## src/design/bridge_cfg_pkg.sv

```systemverilog
// BAR table and sideband map are fixed here and must match the hard IP configuration of the build
package bridge_cfg_pkg;

   // Avalon read-return side
   localparam int NUM_BARS   = 6;
   localparam int RXM_DATA_W = 64;

   // One bit per BAR master, set when the BAR is implemented
   localparam logic [NUM_BARS-1:0] BAR_IMPLEMENTED = 6'b000101;   // BAR0 and BAR2 only

   // Configuration sideband from the hard IP
   localparam int CFG_ADDR_W = 4;
   localparam int CFG_DATA_W = 32;

   // Sideband addresses that carry a shadowed field
   localparam logic [CFG_ADDR_W-1:0] CFG_A_DEVCSR         = 4'd0;    // Device control/status
   localparam logic [CFG_ADDR_W-1:0] CFG_A_PRMCSR         = 4'd3;    // Command register
   localparam logic [CFG_ADDR_W-1:0] CFG_A_MSI_ADDR_L     = 4'd5;    // MSI address [11:0]
   localparam logic [CFG_ADDR_W-1:0] CFG_A_MSI_ADDR_UL    = 4'd6;    // MSI address [43:32]
   localparam logic [CFG_ADDR_W-1:0] CFG_A_MSI_ADDR_H     = 4'd9;    // MSI address [31:12]
   localparam logic [CFG_ADDR_W-1:0] CFG_A_MSI_ADDR_UH    = 4'd11;   // MSI address [63:44]
   localparam logic [CFG_ADDR_W-1:0] CFG_A_MSI_CTL        = 4'd13;   // MSI and MSI-X control
   localparam logic [CFG_ADDR_W-1:0] CFG_A_BUSDEV_MSIDATA = 4'd15;   // Bus/device plus MSI data

   // Captured field widths
   localparam int BUSDEV_W   = 13;
   localparam int MSI_ADDR_W = 64;
   localparam int MSI_DATA_W = 16;
   localparam int MSIX_CTL_W = 16;

   // Packed MSI bus is address, data, MSI enable and bus master enable
   localparam int MSI_INTFC_W = MSI_ADDR_W + MSI_DATA_W + 2;   // 82

   // Bus master enable inside the captured command register
   localparam int MASTER_EN_BIT = 2;

endpackage

```

## src/design/reset_sync.sv

```systemverilog
// Reset assertion is immediate and needs no clock, release lands on the second AvlClk_i edge
module reset_sync
(
   input  logic AvlClk_i,
   input  logic Rstn_i,
   output logic rstn_reg_o
);

   logic rstn_meta;   // First stage, may go metastable on release
   logic rstn_sync;

   always_ff @(posedge AvlClk_i or negedge Rstn_i)
   begin
      if (!Rstn_i)
      begin
         rstn_meta <= 1'b0;
         rstn_sync <= 1'b0;
      end
      else
      begin
         rstn_meta <= 1'b1;
         rstn_sync <= rstn_meta;
      end
   end

   assign rstn_reg_o = rstn_sync;

   // Internal reset never lags the pad reset going low
   a_rst_follows_pad: assert property (@(posedge AvlClk_i) !Rstn_i |-> !rstn_reg_o)
      else $error("reset_sync: internal reset released while Rstn_i is low");

endmodule

```

## src/design/cfg_shadow_capture.sv

```systemverilog
// Sideband is sampled every cycle with no strobe, so the hard IP must hold CfgCtl_i valid per address
module cfg_shadow_capture
(
   input  logic                                  AvlClk_i,
   input  logic                                  rstn_i,
   input  logic [bridge_cfg_pkg::CFG_ADDR_W-1:0] CfgAddr_i,
   input  logic [bridge_cfg_pkg::CFG_DATA_W-1:0] CfgCtl_i,
   output logic [bridge_cfg_pkg::BUSDEV_W-1:0]   BusDev_o,
   output logic [bridge_cfg_pkg::CFG_DATA_W-1:0] dev_csr_o,
   output logic [15:0]                           prmcsr_o,
   output logic [15:0]                           msi_ctl_o,
   output logic [bridge_cfg_pkg::MSIX_CTL_W-1:0] msix_ctl_o,
   output logic [bridge_cfg_pkg::MSI_ADDR_W-1:0] msi_addr_o,
   output logic [bridge_cfg_pkg::MSI_DATA_W-1:0] msi_data_o
);

   import bridge_cfg_pkg::*;

   // Address decode
   logic sel_devcsr;
   logic sel_prmcsr;
   logic sel_addr_l;
   logic sel_addr_ul;
   logic sel_addr_h;
   logic sel_addr_uh;
   logic sel_msi_ctl;
   logic sel_busdev;

   assign sel_devcsr  = (CfgAddr_i == CFG_A_DEVCSR);
   assign sel_prmcsr  = (CfgAddr_i == CFG_A_PRMCSR);
   assign sel_addr_l  = (CfgAddr_i == CFG_A_MSI_ADDR_L);
   assign sel_addr_ul = (CfgAddr_i == CFG_A_MSI_ADDR_UL);
   assign sel_addr_h  = (CfgAddr_i == CFG_A_MSI_ADDR_H);
   assign sel_addr_uh = (CfgAddr_i == CFG_A_MSI_ADDR_UH);
   assign sel_msi_ctl = (CfgAddr_i == CFG_A_MSI_CTL);
   assign sel_busdev  = (CfgAddr_i == CFG_A_BUSDEV_MSIDATA);   // Also carries MSI data

   // Device CSR and command register
   always_ff @(posedge AvlClk_i or negedge rstn_i)
   begin
      if (!rstn_i)
      begin
         dev_csr_o <= '0;
         prmcsr_o  <= '0;
      end
      else
      begin
         if (sel_devcsr)
            dev_csr_o <= {16'h0, CfgCtl_i[31:16]};   // Status/control sits in the upper half
         if (sel_prmcsr)
            prmcsr_o <= CfgCtl_i[23:8];
      end
   end

   // Bus/device number and the MSI/MSI-X control words
   always_ff @(posedge AvlClk_i or negedge rstn_i)
   begin
      if (!rstn_i)
      begin
         BusDev_o   <= '0;
         msi_data_o <= '0;
         msi_ctl_o  <= '0;
         msix_ctl_o <= '0;
      end
      else
      begin
         if (sel_busdev)
         begin
            BusDev_o   <= CfgCtl_i[BUSDEV_W-1:0];
            msi_data_o <= CfgCtl_i[31:16];
         end
         if (sel_msi_ctl)
         begin
            msi_ctl_o  <= CfgCtl_i[15:0];
            msix_ctl_o <= CfgCtl_i[31:16];
         end
      end
   end

   // MSI address arrives in four slices at separate addresses
   always_ff @(posedge AvlClk_i or negedge rstn_i)
   begin
      if (!rstn_i)
         msi_addr_o <= '0;
      else
      begin
         if (sel_addr_l)
            msi_addr_o[11:0] <= CfgCtl_i[31:20];
         if (sel_addr_h)
            msi_addr_o[31:12] <= CfgCtl_i[31:12];
         if (sel_addr_ul)
            msi_addr_o[43:32] <= CfgCtl_i[31:20];
         if (sel_addr_uh)
            msi_addr_o[63:44] <= CfgCtl_i[31:12];
      end
   end

   // An X on a decoded address would otherwise surface only at the export two cycles later
   a_shadow_known: assert property (@(posedge AvlClk_i) disable iff (!rstn_i)
      !$isunknown({BusDev_o, dev_csr_o, prmcsr_o, msi_ctl_o, msix_ctl_o, msi_addr_o, msi_data_o}))
      else $error("cfg_shadow_capture: shadow register holds an unknown value");

endmodule

```

## src/design/rxm_read_return_mux.sv

```systemverilog
// Purely combinational, so the returned data path adds no cycle but also no retiming
module rxm_read_return_mux
(
   input  logic [bridge_cfg_pkg::NUM_BARS-1:0]                       RxmReadDataValid_i,
   input  logic [bridge_cfg_pkg::NUM_BARS-1:0]
                [bridge_cfg_pkg::RXM_DATA_W-1:0]                     RxmReadData_i,
   input  logic [bridge_cfg_pkg::NUM_BARS-1:0]                       RxmWaitRequest_i,
   output logic [bridge_cfg_pkg::NUM_BARS-1:0]                       rxm_wait_request_o,
   output logic                                                      RxmReadDataValid_o,
   output logic [bridge_cfg_pkg::RXM_DATA_W-1:0]                     RxmReadData_o
);

   import bridge_cfg_pkg::*;

   logic [NUM_BARS-1:0]   valid_masked;   // Valids of implemented BARs only
   logic                  valid_onehot;
   logic [RXM_DATA_W-1:0] data_sel;

   // Absent BARs never return data and always look busy
   assign valid_masked       = RxmReadDataValid_i & BAR_IMPLEMENTED;
   assign rxm_wait_request_o = RxmWaitRequest_i | ~BAR_IMPLEMENTED;

   assign RxmReadDataValid_o = |valid_masked;

   // Exactly one returning BAR
   assign valid_onehot = (valid_masked != '0) &&
                         ((valid_masked & (valid_masked - 1'b1)) == '0);

   always_comb
   begin
      data_sel = '0;
      for (int i = 0; i < NUM_BARS; i++)
      begin
         if (valid_masked[i])
            data_sel = data_sel | RxmReadData_i[i];
      end
   end

   // Collisions return zero data
   assign RxmReadData_o = valid_onehot ? data_sel : '0;

endmodule

```

## src/design/msi_intf_export.sv

```systemverilog
// Exported fields lag the shadows by one cycle except bus master enable, which is taken straight
module msi_intf_export
(
   input  logic                                   AvlClk_i,
   input  logic                                   rstn_i,
   input  logic [bridge_cfg_pkg::CFG_DATA_W-1:0]  dev_csr_i,
   input  logic [15:0]                            prmcsr_i,
   input  logic [15:0]                            msi_ctl_i,
   input  logic [bridge_cfg_pkg::MSIX_CTL_W-1:0]  msix_ctl_i,
   input  logic [bridge_cfg_pkg::MSI_ADDR_W-1:0]  msi_addr_i,
   input  logic [bridge_cfg_pkg::MSI_DATA_W-1:0]  msi_data_i,
   output logic [bridge_cfg_pkg::CFG_DATA_W-1:0]  DevCsr_o,
   output logic [bridge_cfg_pkg::MSI_INTFC_W-1:0] MsiIntfc_o,
   output logic [bridge_cfg_pkg::MSIX_CTL_W-1:0]  MsixIntfc_o
);

   import bridge_cfg_pkg::*;

   logic                  msi_en_reg;   // Only MSI control bit 0 is exported
   logic [MSI_ADDR_W-1:0] msi_addr_reg;
   logic [MSI_DATA_W-1:0] msi_data_reg;

   always_ff @(posedge AvlClk_i or negedge rstn_i)
   begin
      if (!rstn_i)
      begin
         DevCsr_o     <= '0;
         msi_en_reg   <= 1'b0;
         MsixIntfc_o  <= '0;
         msi_addr_reg <= '0;
         msi_data_reg <= '0;
      end
      else
      begin
         DevCsr_o     <= dev_csr_i;
         msi_en_reg   <= msi_ctl_i[0];
         MsixIntfc_o  <= msix_ctl_i;
         msi_addr_reg <= msi_addr_i;
         msi_data_reg <= msi_data_i;
      end
   end

   // Master enable, MSI enable, data, address from MSB down
   assign MsiIntfc_o = {prmcsr_i[MASTER_EN_BIT], msi_en_reg, msi_data_reg, msi_addr_reg};

endmodule

```

## src/design/bridge_cfg_top.sv

```systemverilog
// Only BAR0 and BAR2 masters are live, and all config outputs assume the hard IP sideband address map
module bridge_cfg_top
(
   input  logic                                   AvlClk_i,
   input  logic                                   Rstn_i,

   // Hard IP config sideband
   input  logic [bridge_cfg_pkg::CFG_ADDR_W-1:0]  CfgAddr_i,
   input  logic [bridge_cfg_pkg::CFG_DATA_W-1:0]  CfgCtl_i,

   // Per-BAR Avalon master returns
   input  logic [bridge_cfg_pkg::NUM_BARS-1:0]    RxmReadDataValid_i,
   input  logic [bridge_cfg_pkg::NUM_BARS-1:0]
                [bridge_cfg_pkg::RXM_DATA_W-1:0]  RxmReadData_i,
   input  logic [bridge_cfg_pkg::NUM_BARS-1:0]    RxmWaitRequest_i,
   output logic [bridge_cfg_pkg::NUM_BARS-1:0]    RxmWaitRequest_o,
   output logic                                   RxmReadDataValid_o,
   output logic [bridge_cfg_pkg::RXM_DATA_W-1:0]  RxmReadData_o,

   // Config and MSI exports
   output logic [bridge_cfg_pkg::BUSDEV_W-1:0]    BusDev_o,
   output logic [bridge_cfg_pkg::CFG_DATA_W-1:0]  DevCsr_o,
   output logic [bridge_cfg_pkg::MSI_INTFC_W-1:0] MsiIntfc_o,
   output logic [bridge_cfg_pkg::MSIX_CTL_W-1:0]  MsixIntfc_o
);

   import bridge_cfg_pkg::*;

   logic                  rstn_reg;   // Synchronized reset for every block
   logic [CFG_DATA_W-1:0] dev_csr;
   logic [15:0]           prmcsr;
   logic [15:0]           msi_ctl;
   logic [MSIX_CTL_W-1:0] msix_ctl;
   logic [MSI_ADDR_W-1:0] msi_addr;
   logic [MSI_DATA_W-1:0] msi_data;

   reset_sync u_reset_sync
   (
      .AvlClk_i   (AvlClk_i),
      .Rstn_i     (Rstn_i),
      .rstn_reg_o (rstn_reg)
   );

   cfg_shadow_capture u_cfg_shadow_capture
   (
      .AvlClk_i   (AvlClk_i),
      .rstn_i     (rstn_reg),
      .CfgAddr_i  (CfgAddr_i),
      .CfgCtl_i   (CfgCtl_i),
      .BusDev_o   (BusDev_o),
      .dev_csr_o  (dev_csr),
      .prmcsr_o   (prmcsr),
      .msi_ctl_o  (msi_ctl),
      .msix_ctl_o (msix_ctl),
      .msi_addr_o (msi_addr),
      .msi_data_o (msi_data)
   );

   rxm_read_return_mux u_rxm_read_return_mux
   (
      .RxmReadDataValid_i (RxmReadDataValid_i),
      .RxmReadData_i      (RxmReadData_i),
      .RxmWaitRequest_i   (RxmWaitRequest_i),
      .rxm_wait_request_o (RxmWaitRequest_o),
      .RxmReadDataValid_o (RxmReadDataValid_o),
      .RxmReadData_o      (RxmReadData_o)
   );

   msi_intf_export u_msi_intf_export
   (
      .AvlClk_i    (AvlClk_i),
      .rstn_i      (rstn_reg),
      .dev_csr_i   (dev_csr),
      .prmcsr_i    (prmcsr),
      .msi_ctl_i   (msi_ctl),
      .msix_ctl_i  (msix_ctl),
      .msi_addr_i  (msi_addr),
      .msi_data_i  (msi_data),
      .DevCsr_o    (DevCsr_o),
      .MsiIntfc_o  (MsiIntfc_o),
      .MsixIntfc_o (MsixIntfc_o)
   );

endmodule

```

## config.mk

```make
export PLATFORM = sky130hd
export DESIGN_NAME = bridge_cfg_top
export DESIGN_NICKNAME = d
export VERILOG_FILES = /design/src/design/bridge_cfg_pkg.sv /design/src/design/reset_sync.sv /design/src/design/cfg_shadow_capture.sv /design/src/design/rxm_read_return_mux.sv /design/src/design/msi_intf_export.sv /design/src/design/bridge_cfg_top.sv
export SDC_FILE = /design/constraint.sdc
export NUM_CORES = 1
export LEC_CHECK = 0
export BUFFER_PORTS_ARGS = -buffer_cell sky130_fd_sc_hd__buf_2
export CAP_MARGIN = 20
export CORE_AREA = 2 2 253 255
export CTS_CLUSTER_DIAMETER = 50
export CTS_CLUSTER_SIZE = 14
export DETAILED_ROUTE_END_ITERATION = 8
export DIE_AREA = 0 0 255 257
export PLACE_DENSITY = 0.41
export SLEW_MARGIN = 30
export SYNTH_ARGS = -nofsm -noshare
export SYNTH_HDL_FRONTEND = slang
export SYNTH_SLANG_ARGS = --single-unit
```

## constraint.sdc

```tcl
create_clock -name AvlClk_i -period 12.25 [get_ports AvlClk_i]
set_input_delay 0 -clock AvlClk_i [delete_from_list [all_inputs] [get_ports AvlClk_i]]
set_output_delay 0 -clock AvlClk_i [all_outputs]
set_load 0.05 [all_outputs]
```

### Word-level counts from Yosys, hierarchy flattened

Cells that the tools add are included.

* register bits: 244
* bits of input ports: 434
* output and inout bits: 214
* logic and storage cells: 35

* add/sub/neg operators: 1
* equality and inequality tests: 7
* muxes and demuxes: 3
* bitwise operators: 2
* reduce and logical (&&, ||, !) cells: 5

Operators by type and width (number)
* $mux W64: 3
* $or A64 B64 Y64: 1
* $eq A4 B4 Y1 const B: 4
* $eq A4 B3 Y1 const B: 2
* $and A3 B6 Y6: 1
* $logic_not A6 Y1: 1
* $reduce_bool A6 Y1: 1
* $eq A4 B2 Y1 const B: 1
* $logic_not A4 Y1: 1
* $sub A3 B1 Y4 const B: 1
* $reduce_or A2 Y1: 1
* $logic_and A1 B1 Y1: 1

### Longest topological paths before layout

* depth after elaboration: 5
* mapped depth: 7
* gate-level depth less buffers: 3

### By module

A second synthesis with hierarchy kept.

* cells, all modules: 651
* area total of the unflattened synthesis: 10456.3 um^2

Modules (own cells, without submodules)
* cfg_shadow_capture: instances 1, cells each 357, area an instance 6072.1 um^2, sequential area each 3928.8 um^2
* msi_intf_export: instances 1, cells each 131, area an instance 3243.1 um^2, sequential area each 3228.1 um^2
* rxm_read_return_mux: instances 1, cells each 160, area an instance 1087.3 um^2, sequential area each 0.0 um^2
* reset_sync: instances 1, cells each 3, area an instance 53.8 um^2, sequential area each 50.0 um^2

### Worst setup path after synthesis

No wires, ideal clock.

* kind: input -> output
* start point: input port RxmReadDataValid_i[0] (netlist name)
* end point: output port RxmReadData_o[10] (netlist name)
* data arrival time: 2.057 ns
* required time: 12.250 ns
* slack: 10.193 ns
* stages on the path: 7
* buffers on the path: 4
* cells stage by stage: clkbuf_1 > buf_1 > inv_1 > ha_1 > clkbuf_1 > clkbuf_1 > nor2b_1

* word-level cells in the longest chain between the ends: 5

Ends and longest elaborated chain
* start, declared: RTL line bridge_cfg_top.sv:12 `input logic [bridge_cfg_pkg::NUM_BARS-1:0] RxmReadDataValid_i,`
* $sub A3 B1 Y4: RTL line rxm_read_return_mux.sv:27 `((valid_masked & (valid_masked - 1'b1)) == '0);`
* $and A3 B6 Y6: RTL line rxm_read_return_mux.sv:27
* $logic_not A6 Y1: RTL line rxm_read_return_mux.sv:27
* $logic_and A1 B1 Y1: RTL line rxm_read_return_mux.sv:26 `assign valid_onehot = (valid_masked != '0) &&`
* $mux W64 *: RTL line rxm_read_return_mux.sv:40 `assign RxmReadData_o = valid_onehot ? data_sel : '0;`
* end, declared: RTL line bridge_cfg_top.sv:18 `output logic [bridge_cfg_pkg::RXM_DATA_W-1:0] RxmReadData_o,`

Mark *: on every way between the ends. The rest lies on a longest branch, timed or not.

==> results.sh <==
export IMPL_grt_max_degree=83
export IMPL_syn2layout_area_growth_pct=46.00
export IMPL_worst_pin_slew_ns=0.8002
export IMPL_cap_violations=0
export IMPL_finalWeightedCongestion=0.7798
export IMPL_grt_usage=0.09362
export IMPL_crit_family="buffers and inverters"
export IMPL_antenna_found_initial=15
export IMPL_synthTopCellsByArea="dfrtp_1, mux2_2, a22oi_1"
export IMPL_crit_chain="buf_6 -> buf_6 -> buf_4"
export IMPL_fmaxAchievable_mhz=356.8
export IMPL_drtAntennaViolNets=0
export IMPL_yosysSeqAreaShare=0.6813
export IMPL_power_density_nw_per_um2=206.9
export IMPL_die_h_um=257
export IMPL_cp_required_ns=12.89
export IMPL_vias=6235
export IMPL_start_util=0.1417
export IMPL_cp_max_fo=82
export IMPL_io_pins=648
export IMPL_outcome="finished clean"
export IMPL_grt_pass1_wl_um=44720
export IMPL_h_tree_depth=1
export IMPL_finalHoldViolations=0
export IMPL_cts_buffers=30
export IMPL_fin_tns_setup_ns=0
export IMPL_syn_cell_area_sq_um=8889
export IMPL_die_w_um=255
export IMPL_fillCellCount=6805
export IMPL_dieArea_sq_um=65540
export IMPL_rows=92
export IMPL_post_cts_setup_buffers=0
export IMPL_slowest_delay_ns=0.80
export IMPL_setup_viol=0
export IMPL_nets=1405
export IMPL_clk_latency_ns=0.59
export IMPL_ctsHoldBuffers=39
export IMPL_yosys_warnings=0
export IMPL_min_path_type="input pin to primary output"
export IMPL_clock_path_buffers=3
export IMPL_port_buffers=359
export IMPL_worstHoldStart="RxmWaitRequest_i[2]"
export IMPL_dp_cells=1745
export IMPL_drive_gt1_frac=0.5403
export IMPL_syn_inst=569
export IMPL_drv_slew=0
export IMPL_crit_start="u_reset_sync.rstn_reg_o"
export IMPL_worst_path_most_repeated_cell="buf_6"
export IMPL_start_kind="register"
export IMPL_syn_area_per_cell_sq_um=15.62
export IMPL_drt_iter0_markers=278
export IMPL_arrival_ns=3.44
export IMPL_hpwl_um=23290
export IMPL_clockRootBuffer="clkbuf_16"
export IMPL_period_minus_slack_ns=2.803
export IMPL_power_uw=2685
export IMPL_design_core_area_sq_um=62740
export IMPL_fin_area_sq_um=12980
export IMPL_dpl_instance_area_sq_um=11560
export IMPL_slew_headroom=0.4665
export IMPL_overflow=0
export IMPL_yosys_area_top_type="dfrtp_1"
export IMPL_rsz0062_at_grt="false"
export IMPL_synth_top_area_frac=0.6813
export IMPL_drc=0
export IMPL_path_buf_inv=3
export IMPL_wire_per_inst_um=17.07
export IMPL_synth_cell_types=21
export IMPL_p_leak_uw=0.006091
export IMPL_drt_wl_total_um=31400
export IMPL_cts_tree="done"
export IMPL_cts_resized=0
export IMPL_crit_slowest_cell="dfrtp_4"
export IMPL_cts_sinks=242
export IMPL_ir_drop_uv=92.58
export IMPL_cp_end_kind="async pin"
export IMPL_dr_pass1_iters=4
export IMPL_layoutNonFillerInstCount=1839
export IMPL_critical_path_class="register to async pin"
export IMPL_grt_pass1_vias=6396
export IMPL_period_share=0.2288
export IMPL_path_clk_slew_ns=0.05
export IMPL_skew_ns=0.01697
export IMPL_timing_rr_start="u_reset_sync.rstn_reg_o"
export IMPL_via_per_inst=3.390
export IMPL_ys_ff_latch=242
==> worst reg2reg max path, cell delays in order (launching register included) <==
cell     delay (ns)
dfrtp_4        0.80
buf_6          0.54
buf_6          0.73
buf_4          0.78
==> synthesized netlist by cell type (all sizes together) <==
cell,instances
nand4b,2
mux2,127
nor4bb,1
nor4,1
buf,41
nor2b,64
nand4,1
a22oi,64
and4bb,3
conb,2
clkbuf,17
ha,1
inv,3
dfrtp,242
==> metal layers <==
layer,track usage,share of wire,up-vias
met3,0.02944,0.084,68
met4,0.02096,0.023,0
met2,0.1673,0.50,313
met1,0.1082,0.39,3095
met5,0,0,-
li1,-,-,2759
==> final cells by class <==
type / count / area (sq um) / area share
Timing Repair Buffer: 408 / 2270 / 0.1749
Antenna cell: 1 / 2.502 / 0.0001928
Sequential cell: 242 / 6060 / 0.4669
Clock inverter: 20 / 259.0 / 0.01996
Tap cell: 846 / 1059 / 0.08157
Multi-Input combinational cell: 285 / 2551 / 0.1966
Clock buffer: 34 / 765.7 / 0.05901
Inverter: 3 / 11.26 / 0.0008677
==> cell families (layout without fill, tap and decap cells) <==
logic type               count (synthesis)  in the layout  synth area share
multiplexers                           127            127            0.1651
buffers and inverters                   61            465           0.04012
adder cells (fa/ha/maj)                  1              1          0.001407
AND/OR/NAND/NOR                         72             72           0.05715
other                                    2             22         0.0008449
AO/OA/AOI/OAI                           64             64           0.05405
flip-flops                             242            242            0.6813
==> final timing paths <==
kind / cells after the start / slack (ns) / end
worst min register to register: 0 / 0.33 / u_msi_intf_export.msi_addr_reg[47]
worst max-delay path: 3 / 9.45 / u_msi_intf_export.DevCsr_o[13]
min in group asynchronous: 3 / 0.28 / u_reset_sync.rstn_reg_o
max in group AvlClk_i: 7 / 10.02 / RxmReadData_o[18]
worst max register to register: 3 / 9.45 / u_msi_intf_export.DevCsr_o[13]
worst min-delay path: 0 / 0.00002 / RxmWaitRequest_o[2]
==> stage by stage <==
stage          hold slack [ns]  utilization  worst slack [ns]
5_1_grt             0.00007181       0.2068             8.957
3_5_place_dp           -0.2103       0.1842             8.969
3_3_place_gp           -0.2099       0.1841             8.753
6_report            0.00001933       0.2069             9.447
2_1_floorplan          -0.2956            -             5.007
4_1_cts              0.0005889       0.2068             8.972
==> cells in the final DEF, fill, tap and decap left out, types with 2 or more instances in the layout <==
cell type,netlist,final
clkinv_2,0,3
buf_6,3,2
nor2b_1,64,64
a22oi_1,64,64
clkinv_4,0,2
dfrtp_1,242,241
clkinvlp_4,0,3
buf_4,25,8
dlygate4sd3_1,0,39
mux2_4,10,10
bufinv_16,0,2
conb_1,2,21
clkbuf_16,0,30
inv_8,0,2
clkinv_8,0,4
clkbuf_1,17,4
inv_1,3,3
mux2_1,15,15
buf_2,9,359
inv_6,0,3
mux2_2,102,102
==> power by group <==
| part | switching, uW | internal (uW) | leakage [uW] |
|---|---|---|---|
| Clock | 383 | 508 | 0.000488 |
| Sequential | 72.9 | 973 | 0.00290 |
| Combinational | 555 | 193 | 0.00270 |
| Total | 1010 | 1670 | 0.00609 |
Note: power is estimated with default switching activity, not from simulation.
